## src/hdl/trace_pkg.sv

```systemverilog
`default_nettype none

package trace_pkg;

    ////////////////////
    // Widths and depth.
    ////////////////////
    localparam int id_w        = 8;          // Instruction ID width.
    localparam int trace_depth = 2 ** id_w;  // One record entry per possible ID.
    localparam int num_stages  = 5;          // Fetch, decode, execute, memory, write-back.

    localparam int pc_w    = 16;             // Fetch address width.
    localparam int word_w  = 32;             // Instruction and data word width.
    localparam int cycle_w = 32;             // Cycle stamp width.

    ////////////////////
    // Payload types.
    ////////////////////
    // IDs wrap after 255, so only the pipeline depth must stay unique.
    typedef logic [id_w-1:0]    inst_id_t;

    typedef logic [pc_w-1:0]    pc_t;     // Fetch payload.
    typedef logic [word_w-1:0]  instr_t;  // Decode payload.
    typedef logic [word_w-1:0]  word_t;   // Execute, memory and write-back payload.
    typedef logic [cycle_w-1:0] cycle_t;  // Cycles since reset.

endpackage

`default_nettype wire

```

## src/hdl/retire_report.sv

```systemverilog
`timescale 1ns/100ps
`default_nettype none

module retire_report import trace_pkg::*; (
    input  logic     clk,
    input  logic     rst_n,
    input  logic     wb_valid,      // Write-back holds an instruction.
    input  inst_id_t wb_id,
    input  word_t    wb_data,       // Write-back payload this cycle.
    output logic     retire_valid,  // One-cycle strobe per instruction.
    output inst_id_t retire_id,
    output cycle_t   retire_cycle,  // Cycle the instruction sat in write-back.
    output word_t    retire_wb
);

    cycle_t cycle_cnt;   // Free-running cycle stamp.

    ////////////////////
    // Cycle counter.
    ////////////////////
    // Cycle 0 is the cycle that starts at the first edge out of
    // reset, the same cycle fetch first holds ID 0.
    always_ff @(posedge clk) begin
        if (!rst_n) begin
            cycle_cnt <= '1;                   // Rolls to 0 on the first free edge.
        end else begin
            cycle_cnt <= cycle_cnt + 1'b1;
        end
    end

    ////////////////////
    // Retirement.
    ////////////////////
    always_ff @(posedge clk) begin
        if (!rst_n) begin
            retire_valid <= 1'b0;
        end else begin
            retire_valid <= wb_valid;          // Lines up with the store read data.
        end
    end

    // Record fields, loaded in the write-back cycle.
    always_ff @(posedge clk) begin
        if (wb_valid) begin
            retire_id    <= wb_id;
            retire_cycle <= cycle_cnt;
            retire_wb    <= wb_data;           // Write-back keeps a single sample.
        end
    end

    // Write-back never holds one instruction for two cycles.
    a_single_retire: assert property (
        @(posedge clk) disable iff (!rst_n)
        retire_valid |=> !retire_valid || (retire_id != $past(retire_id))
    ) else $error("retire_report: ID %0h retired twice in a row.", retire_id);

endmodule

`default_nettype wire

```

## config.mk

```make
export PLATFORM = sky130hd
export DESIGN_NAME = retire_report
export DESIGN_NICKNAME = d
export VERILOG_FILES = /design/src/hdl/trace_pkg.sv /design/src/hdl/retire_report.sv
export SDC_FILE = /design/constraint.sdc
export NUM_CORES = 1
export LEC_CHECK = 0
export BUFFER_PORTS_ARGS = -buffer_cell sky130_fd_sc_hd__buf_2
export CAP_MARGIN = 20
export CORE_ASPECT_RATIO = 1.4
export CORE_MARGIN = 5
export CORE_UTILIZATION = 54
export CTS_CLUSTER_DIAMETER = 50
export DETAILED_ROUTE_END_ITERATION = 10
export GPL_ROUTABILITY_DRIVEN = 0
export PLACE_DENSITY = 0.84
export SKIP_LAST_GASP = 1
export SLEW_MARGIN = 30
export SYNTH_ARGS = -nofsm -noshare
export SYNTH_HDL_FRONTEND = slang
export SYNTH_SLANG_ARGS = --single-unit
```

## constraint.sdc

```tcl
create_clock -name clk -period 5.6 [get_ports clk]
set_input_delay 0.84 -clock clk [delete_from_list [all_inputs] [get_ports clk]]
set_output_delay 0.84 -clock clk [all_outputs]
set_load 0.03 [all_outputs]
```

## Word-level counts from Yosys, hierarchy flattened

Index checks and enable logic that the tools add are counted.

- Add/subtract/negate cells: 1

Operator list:

| operator | count |
|---|---|
| adder 32 x 1 -> 32 bit, second input constant | 1 |

- Register bits: 105
- Logic and storage cells: 6

## Longest topological paths before layout

- Depth after elaboration: 1
- Depth in mapped cells: 6
- Depth with buffers taken out: 5

## Worst setup path after synthesis

Ideal clock, no wire load.

- Path type: register to register
- Start: register cycle_cnt[2]
- End: register cycle_cnt[31]
- Setup time: 0.121 ns
- Arrival: 1.737 ns
- Setup slack: 3.743 ns
- Cell stages (with the launch flop): 7
- Buffers on the path: 2
- Cell sequence: dfxtp_1 > buf_2 > nand4_4 > or3_1 > clkbuf_2 > nor4_2 > mux2_2

- Cells in the longest elaborated chain, start to end: 1

RTL lines:

| what | line | text |
|---|---|---|
| from (decl) | retire_report.sv:16 | `cycle_t cycle_cnt;` |
| from (signal assigned) | retire_report.sv:27 | `cycle_cnt <= cycle_cnt + 1'b1;` |
| adder 32 x 1 -> 32 bit | retire_report.sv:27 |  |

Every way passes these cells.
A chain may end at the register's enable or synchronous reset.

## Worst setup path after layout

- Start: register cycle_cnt[4]
- End: register cycle_cnt[31]

The elaborated chain is that of the path after synthesis.

==> impl_metrics.yaml <==
clock_network:
  cts_buffers: 9
  cts-root-buf: "clkbuf_8"
  htreeDepth: 3
  cts_setup_buffers: 0
  hold_buffers: 0
  cts_tree: "built"
  clock-sinks: 105
  clk_pin_slew_ns: 0.09
  insertion_delay_ns: 0.36
  post_cts_resized: 0
  clockBufferDepth: 2
pwr:
  p_seq_share_pct: 50.9
  cellPowerDensity_mw_per_mm2: 462
  sw_frac_of_total_pct: 34.9
  p_leak_nw: 1.77
  p_sw_w: 0.000734
  ir_drop_v: 0.000227
  power_frac_clock_pct: 22.5
  p_int_w: 0.00137
  combPwrFrac_pct: 26.7
hold_path:
  min_from: "cycle_cnt[31]"
  hold_class: "reg -> reg"
sta:
  hold_violations: 0
  holdWs_ns: 0.459
  fmax_ghz: 0.423
  min_period_over_period_pct: 42.2
  worst_slew_pin_slew_ns: 0.893
  slew_headroom_pct: 40.5
  tns_ns: 0
  fin_skew_ns: 0.0126
  setup_viol_count_final: 0
  grt_setup_unrepaired: "no"
  slew_violations: 0
  fin_crit_ns: 2.36
logic_synthesis:
  synth_cells: 245
  synth-warning-count: 0
  yosys.area_share.adder_pct: 0.338
  synthesis.area_sq_mm: 0.00371
  ys_seq_area_share_pct: 76.2
  synth_top_family_by_area: "simple AND/OR/NAND/NOR gates"
  synthArstFlopShare_pct: 0
  synth_edf_count: 72
  synth_xor_area_share_pct: 2.13
  synth-simple-area-share_pct: 14.3
  syn_nets: 289
  synthMuxAreaShare_pct: 0.304
  ys.flop_type: "edfxtp_1"
  synth_cell_types: 35
  ys_seq_elements: 105
  synth_area_per_cell_sq_um: 15.1
  synth_compound_area_share_pct: 4.76
final_layout:
  final_common_cell: "buf_2"
  area.growth.synth_to_final_pct: 22.9
  layout.nets: 405
  final_layout_size_suffix_gt1_share_pct: 37.7
  final_cell_mix: "115 x buf_2, 72 x edfxtp_1, 33 x dfxtp_1"
  nFillCells: 478
  diodes: 0
  final_util_pct: 68.4
routing:
  routed_wl_um: 7650
  firstDrtPassIters: 4
  wl_per_cell_um: 16.7
  via_per_inst: 5.38
  final_antenna_net_count: 0
  via_count: 2463
  drt_iter0_drc: 94
  drc: 0
global_route:
  gr-total-overflow: 0
  grt_pass1_wl_um: 11800
  grt_util_all_layers_pct: 17.9
  grt_max_degree: 74
  grt_pass1_vias: 2351
  antenna_found_initial: 0
die:
  dieArea_sq_mm: 0.00864
  die_h_um: 108
  start_util_pct: 55.7
  coreArea_sq_mm: 0.00666
  core.rowCount: 35
  ios: 116
  die_x_um: 80.0
placed_design:
  dp_hpwl_um: 5440
  place.port_buffers: 115
setup_path:
  worstSetupPathType: "reg -> reg"
  worst-path-max-fanout: 18
  start_kind: "flip-flop"
  arrival_ns: 2.62
  crit_path_end_kind: "flip-flop"
  r2r-start: "cycle_cnt[4]"
  critPathRequiredTime_ns: 5.86
  worstSetupStartpoint: "cycle_cnt[4]"
flow_run:
  drv_cap: 0
outcome:
  outcome: "finished clean"
==> synthesized netlist by cell type, drive strengths merged, types with 2 or more instances <==
master / instances / share of area [%]
buf: 5 / 0.81
edfxtp: 72 / 58
and3: 2 / 0.34
dfxtp: 33 / 18
nand2: 17 / 1.7
and4: 7 / 1.7
nand4: 7 / 2.1
nor4: 7 / 1.4
o31ai: 8 / 1.6
or3: 6 / 1.0
nor2: 3 / 0.30
a21oi: 2 / 0.27
clkbuf: 6 / 0.64
nor3: 4 / 0.54
or4: 8 / 1.6
xnor2: 8 / 1.9
o21ai: 10 / 1.4
inv: 5 / 0.51
a31oi: 5 / 0.84
nand3: 19 / 2.6
nand2b: 3 / 0.51
==> kinds of logic (layout without fill, tap and decap cells) <==
group	count (synthesis)	in the layout
adder cells (fa/ha/maj)	1	1
AO/OA/AOI/OAI	27	27
buffers and inverters	16	137
flip-flops	105	105
XOR/XNOR	9	9
multiplexers	1	1
AND/OR/NAND/NOR	86	86
==> registers in the layout, indices dropped and copies added, names as in the netlist <==
signal,count
retire_id,8
retire_cycle,32
retire_wb,32
retire_valid,1
cycle_cnt,32
==> critical path: stages, from the launching register on <==
cell,delay (ns)
dfxtp_1,0.47
nand4_2,0.32
or3_1,0.71
nor4_2,0.38
mux2_2,0.37
==> per-stage QoR <==
stage | area (sq um) | worst slack [ns] | total power [W] | std cells
after floorplan | 3710 | 3.74 | 0.00150 | 245
after global placement | 4350 | 3.38 | 0.00161 | 442
after detailed placement | 4350 | 3.24 | 0.00165 | 442
after CTS | 4560 | 3.24 | 0.00211 | 458
after global routing | 4560 | 3.10 | 0.00222 | 458
final | 4560 | 3.24 | 0.00210 | 458
==> power groups by stage <==
stage	clock, W	combinational (W)	sequential [W]
5_1_grt	0.000518	0.000618	0.00109
3_5_place_dp	0	0.000561	0.00108
6_report	0.000472	0.000560	0.00107
4_1_cts	0.000478	0.000566	0.00107
2_1_floorplan	0	0.000327	0.00117
3_3_place_gp	0	0.000530	0.00108
==> path summary, 6_finish.rpt <==
kind                            to  slack, ns  cells after the start
setup / recovery     cycle_cnt[31]       3.24                      4
hold / removal    retire_cycle[31]       0.46                      0
setup reg to reg     cycle_cnt[31]       3.24                      4
hold reg to reg   retire_cycle[31]       0.46                      0
==> metal layers <==
layer / part of all wire [%] / global-route usage, % / up-vias / routed length [um]
met2: 52 / 31.5 / 103 / 3940
met4: 1.5 / 7.00 / 0 / 116
met1: 39 / 20.4 / 1172 / 2980
li1: - / - / 1181 / -
met3: 8.0 / 4.92 / 7 / 611
met5: 0 / 0 / - / 0
==> layout make-up <==
| class | instances | area [sq um] | area share, % |
|---|---|---|---|
| multi-input combinational | 124 | 811 | 17.8 |
| tap | 92 | 115 | 2.53 |
| inverter | 5 | 18.8 | 0.412 |
| clock buffer | 10 | 128 | 2.80 |
| timing repair buffer | 116 | 583 | 12.8 |
| sequential | 105 | 2820 | 62.0 |
| clock inverter | 6 | 77.6 | 1.70 |
No activity file was read; power rests on OpenSTA's default activity.
