[src/hdl/trace_pkg.sv]
`default_nettype none

package trace_pkg;

    ////////////////////
    // Widths and depth.
    ////////////////////
    localparam int id_w        = 8;          // Instruction ID width.
    localparam int trace_depth = 2 ** id_w;  // One record entry per possible ID.
    localparam int num_stages  = 5;          // Fetch, decode, execute, memory, write-back.

    localparam int pc_w    = 16;             // Fetch address width.
    localparam int word_w  = 32;             // Instruction and data word width.
    localparam int cycle_w = 32;             // Cycle stamp width.

    ////////////////////
    // Payload types.
    ////////////////////
    // IDs wrap after 255, so only the pipeline depth must stay unique.
    typedef logic [id_w-1:0]    inst_id_t;

    typedef logic [pc_w-1:0]    pc_t;     // Fetch payload.
    typedef logic [word_w-1:0]  instr_t;  // Decode payload.
    typedef logic [word_w-1:0]  word_t;   // Execute, memory and write-back payload.
    typedef logic [cycle_w-1:0] cycle_t;  // Cycles since reset.

endpackage

`default_nettype wire

[src/hdl/stage_tracker.sv]
`timescale 1ns/100ps
`default_nettype none

module stage_tracker import trace_pkg::*; (
    input  logic     clk,
    input  logic     rst_n,
    input  logic     icache_stall,   // Acts at fetch.
    input  logic     hazard_stall,   // Acts at decode.
    input  logic     dcache_stall,   // Acts at memory.
    output logic     fetch_valid,
    output inst_id_t fetch_id,
    output logic     decode_valid,
    output inst_id_t decode_id,
    output logic     execute_valid,
    output inst_id_t execute_id,
    output logic     memory_valid,
    output inst_id_t memory_id,
    output logic     wb_valid,
    output inst_id_t wb_id
);

    inst_id_t next_id;        // ID handed to the next fetched instruction.
    logic     hold_fetch;     // Any stall freezes fetch.
    logic     hold_decode;    // Hazard or data-cache stall.
    logic     hold_memory;    // Data-cache stall freezes execute and memory.

    ////////////////////
    // Stall decode.
    ////////////////////
    // A stall at stage k holds every stage up to k. The stage after
    // the deepest held one takes a bubble, deeper stages advance.
    assign hold_fetch  = icache_stall | hazard_stall | dcache_stall;
    assign hold_decode = hazard_stall | dcache_stall;
    assign hold_memory = dcache_stall;

    ////////////////////
    // Stage registers.
    ////////////////////
    always_ff @(posedge clk) begin
        if (!rst_n) begin
            next_id       <= '0;
            fetch_valid   <= 1'b0;
            fetch_id      <= '0;
            decode_valid  <= 1'b0;
            decode_id     <= '0;
            execute_valid <= 1'b0;
            execute_id    <= '0;
            memory_valid  <= 1'b0;
            memory_id     <= '0;
            wb_valid      <= 1'b0;
            wb_id         <= '0;
        end else begin
            if (!hold_fetch) begin
                fetch_valid <= 1'b1;             // New instruction every free cycle.
                fetch_id    <= next_id;
                next_id     <= next_id + 1'b1;   // Wraps at 256.
            end

            if (!hold_decode) begin
                decode_valid <= fetch_valid & ~hold_fetch;  // Bubble on icache stall.
                decode_id    <= fetch_id;
            end

            if (!hold_memory) begin
                execute_valid <= decode_valid & ~hold_decode;  // Bubble on hazard.
                execute_id    <= decode_id;
                memory_valid  <= execute_valid;
                memory_id     <= execute_id;
            end

            wb_valid <= memory_valid & ~hold_memory;  // Bubble on dcache stall.
            wb_id    <= memory_id;
        end
    end

    ////////////////////
    // Checks.
    ////////////////////
    logic [num_stages-1:0] stage_valid;
    inst_id_t              stage_id [num_stages];
    logic                  ids_unique;

    assign stage_valid = {wb_valid, memory_valid, execute_valid, decode_valid, fetch_valid};
    assign stage_id[0] = fetch_id;
    assign stage_id[1] = decode_id;
    assign stage_id[2] = execute_id;
    assign stage_id[3] = memory_id;
    assign stage_id[4] = wb_id;

    // Pairwise compare of all valid stages.
    always_comb begin
        ids_unique = 1'b1;
        for (int i = 0; i < num_stages; i++) begin
            for (int j = i + 1; j < num_stages; j++) begin
                if (stage_valid[i] && stage_valid[j] && stage_id[i] == stage_id[j]) begin
                    ids_unique = 1'b0;
                end
            end
        end
    end

    // Two live stages must never carry the same instruction.
    a_ids_unique: assert property (@(posedge clk) disable iff (!rst_n) ids_unique)
        else $error("stage_tracker: duplicate instruction ID in pipeline.");

endmodule

`default_nettype wire

[config.mk]
export PLATFORM = sky130hd
export DESIGN_NAME = stage_tracker
export DESIGN_NICKNAME = d
export VERILOG_FILES = /design/src/hdl/trace_pkg.sv /design/src/hdl/stage_tracker.sv
export SDC_FILE = /design/constraint.sdc
export NUM_CORES = 1
export LEC_CHECK = 0
export ABC_AREA = 1
export BUFFER_PORTS_ARGS = -buffer_cell sky130_fd_sc_hd__buf_4
export CAP_MARGIN = 20
export CORE_MARGIN = 8
export CORE_UTILIZATION = 45
export CTS_BUF_LIST = sky130_fd_sc_hd__clkbuf_4 sky130_fd_sc_hd__clkbuf_8
export DETAILED_ROUTE_END_ITERATION = 8
export PLACE_DENSITY = 0.76
export SLEW_MARGIN = 40
export SYNTH_ARGS = -nofsm -noshare
export SYNTH_HDL_FRONTEND = slang
export SYNTH_SLANG_ARGS = --single-unit
export TNS_END_PERCENT = 20
[constraint.sdc]
create_clock -name clk -period 1.2 [get_ports clk]
set_input_delay 0.24 -clock clk [delete_from_list [all_inputs] [get_ports clk]]
set_output_delay 0.24 -clock clk [all_outputs]
set_load 0.01 [all_outputs]
# After elaboration in Yosys (flattened, before gate mapping)
# Index checks and enable logic that the tools add are counted.
[op_classes] add_sub_neg=1 bitwise_logic=9
[op_table] cell="$add 8x1->8 const B" n=1
[op_table] cell="$and 1x1->1" n=3
[op_table] cell="$not 1->1" n=3
[op_table] cell="$or 1x1->1" n=3
[totals] regBits=53 in_bits=5 output_inout_bits=45 elab_cells=21

# Logic depth before layout (Yosys ltp)
[depth] word_depth=4 depth_mapped=7 mapped_depth_nobuf=6

# Worst setup path after synthesis
# No wires, ideal clock.
[synth_path] path_kind="register -> register" start="reg next_id[0]" end="reg next_id[6]" setup_time_ns=0.115 t_arrival_ns=0.915 path_slack_ns=0.170 path_stages_with_launch=7 cell_sequence="dfxtp_1 -> ha_1 -> nand3_1 -> nor2_1 -> nand3_1 -> nand2_1 -> nor2_1"
[synth_via] elab_chain_cells=1
[synth_rtl] item="start: declaration" line_no="stage_tracker.sv:22" rtl="inst_id_t next_id;"
[synth_rtl] item="start signal: assignment" line_no="stage_tracker.sv:56" rtl="next_id <= next_id + 1'b1;"
[synth_rtl] item="$add 8x1->8" line_no="stage_tracker.sv:56"
# No other way between the ends.
# A chain may end at the register's enable or synchronous reset.

# Worst setup path after layout
# Same ends and word-level chain as after synthesis.

==> flow_summary.json <==
{
  "drv_slew": 0,
  "grt_usage_pct": 12.6,
  "cts_sinks": 53,
  "dr.pass1.iters": 4,
  "coreArea_mm2": 0.00397,
  "drc": 0,
  "fin_worst_hold_slack_ps": 296,
  "overflow": 0,
  "cts_made_buffers": 5,
  "finalCritPeriodShare_pct": 91.3,
  "row_count": 23,
  "startpoint_type": "flip-flop",
  "ir_worst_vdd_mv": 0.767,
  "finalHoldViolCount": 0,
  "drive_gt1_share_pct": 25.5,
  "synth_edf_count": 0,
  "yosysSeqAreaShare_pct": 57.5,
  "cp.required_ps": 1400,
  "cts-root-buf": "clkbuf_8",
  "gp_congestion": 0.790,
  "holdBufCountCts": 0,
  "die_width_um": 80.1,
  "post-cts-setup-buffers": 0,
  "synth_top_flop_cell": "dfxtp_1",
  "seq_power_share_pct": 58.1,
  "rsz0062_at_grt": "false",
  "nFillCells": 366,
  "leakage_nw": 1.13,
  "start_util_pct": 46.5,
  "avgSynthCellArea_um2": 8.32,
  "grt_pass1_wl_um": 6560,
  "synthCells": 222,
  "drt_iter0_drc": 134,
  "internal_power_mw": 2.42,
  "synth_most_common_cell": "dfxtp_1",
  "switchingPower_mw": 0.829,
  "path_clk_slew_ps": 90,
  "syn-cell-area_mm2": 0.00185,
  "antenna_found_initial": 0,
  "syn_nets": 228,
  "yosys.area.top_type": "dfxtp_1",
  "p_clk_share_pct": 31.2,
  "ys_ff_latch": 53,
  "skew_ps": 10.6,
  "die_h_um": 80.1,
  "worstPathArrival_ps": 1300,
  "clk_path_buf_depth": 2,
  "setup_tns_ps": 0,
  "cts_max_level": 2,
  "crit_path_end_kind": "flip-flop",
  "routed_via_density": 4.67,
  "ios": 50,
  "synth_warnings": 0,
  "grt_pass1_vias": 1458,
  "dpl.hpwl_um": 2860,
  "nNetsFinal": 280,
  "vias": 1518,
  "drt_wl_total_um": 3840,
  "synth_common_cells": "53 x dfxtp_1, 46 x nor2_1, 28 x nand2_1",
  "grt_start_max_net_pins": 27,
  "post_drt_wl_per_cell_um": 11.8,
  "worst_slew_pin_slew_ps": 300,
  "max_freq_ghz": 0.913,
  "max-cap-violations": 0,
  "setup_violations": 0,
  "syn_to_final_growth_pct": 27.5,
  "pwr-share-comb_pct": 10.7,
  "ant_nets": 0,
  "clk_latency_ps": 310,
  "async_flop_share_pct": 0,
  "p_per_area_mw_per_mm2": 1380,
  "netlist.area_leader.share_pct": 57.5,
  "diodes": 0,
  "tritoncts": "done",
  "synthTopCellsByArea": "dfxtp_1 57%, nor2_1 9.3%, o21ai_0 6.8%",
  "swShare_pct": 25.5,
  "status": "finished, final reports clean",
  "relSlewSlack_pct": 79.9,
  "fp.dieArea_mm2": 0.00641,
  "worstSetupPathType": "flip-flop to flip-flop",
  "ys_types": 18,
  "period_needed_ps": 1100,
  "cp_max_fo": 5,
  "hp-class": "primary input to flip-flop",
  "numPortBuffers": 49
}
## worst paths after layout
| kind | slack, ps | depth (start not counted) | to | from |
|---|---|---|---|---|
| max reg2reg | 100 | 6 | next_id[6] | next_id[0] |
| min reg2reg | 460 | 2 | wb_id[6] | memory_id[6] |
| min | 300 | 3 | next_id[6] | rst_n |
| max | 100 | 6 | next_id[6] | next_id[0] |
## critical path: stages, from the launching register on
cell	delay [ps]
dfxtp_2	370
ha_1	200
nand3_1	120
nor2_2	130
nand3_1	90
nand2_1	60
nor2_1	40
## sequential cells by signal (all words and copies together) (netlist names)
signal	count
execute_valid	1
memory_id	8
wb_valid	1
wb_id	8
fetch_id	8
fetch_valid	1
decode_valid	1
next_id	8
decode_id	8
memory_valid	1
execute_id	8
## power groups by stage
| stage | Clock, mW | Combinational [mW] | Sequential [mW] |
|---|---|---|---|
| 2_1_floorplan | 0 | 0.146 | 1.96 |
| 3_3_place_gp | 0 | 0.345 | 1.93 |
| 3_5_place_dp | 0 | 0.352 | 1.93 |
| 4_1_cts | 1.05 | 0.353 | 1.89 |
| 5_1_grt | 1.13 | 0.395 | 1.90 |
| 6_report | 1.01 | 0.347 | 1.89 |
## per-stage QoR
stage                     util (%)  total power [mW]  cell area (µm²)  worst slack [ps]  std cells
final                         59.3              3.25             2350               105        325
after CTS                     59.2              3.29             2350              45.4        325
after global routing          59.3              3.42             2350              10.6        325
after floorplan                  -              2.11             1850               170        222
after global placement        56.8              2.27             2260              87.4        317
after detailed placement      56.8              2.28             2260              67.9        317
## cell usage in the layout, fill, tap and decap left out, drive strengths merged, types with 2 or more instances in the layout
cell type / count
buf: 53
dfxtp: 53
nor2: 49
o21ai: 25
clkbuf: 5
inv: 25
a22oi: 6
clkinv: 2
a21oi: 20
nand3: 5
nand2: 29
## layout make-up
cell class	count	area (µm²)	area share [%]
sequential	53	1060	45.2
multi-input combinational	136	642	27.3
timing repair buffer	53	398	16.9
inverter	25	95.1	4.04
clock buffer	5	68.8	2.92
tap	50	62.6	2.66
clock inverter	3	25.0	1.06
## logic make-up (layout without fill, tap and decap cells)
logic type / count (synthesis) / in the layout / synth area share (%)
buffers and inverters: 33 / 86 / 7.93
adders and majority gates: 1 / 1 / 0.677
xor gates and xnor gates: 1 / 1 / 0.474
and+or+nand+nor: 83 / 83 / 18.8
DFF: 53 / 53 / 57.5
AOI/OAI and AO/OA: 51 / 51 / 14.6
## per-layer routing
layer	share of wire [%]	routed length [µm]	track usage, %	vias up
li1	-	-	-	807
met1	43	1640	13.6	670
met2	48	1850	22.2	39
met3	8.5	325	5.02	2
met4	0.50	19	3.82	0
met5	0	0	0	-
## timing repair
item	CTS	global route
gates resized for setup	0	3
hold endpoints to repair	0	0
endpoints found under the setup margin	0	1
No activity file was read; power rests on OpenSTA's default activity.
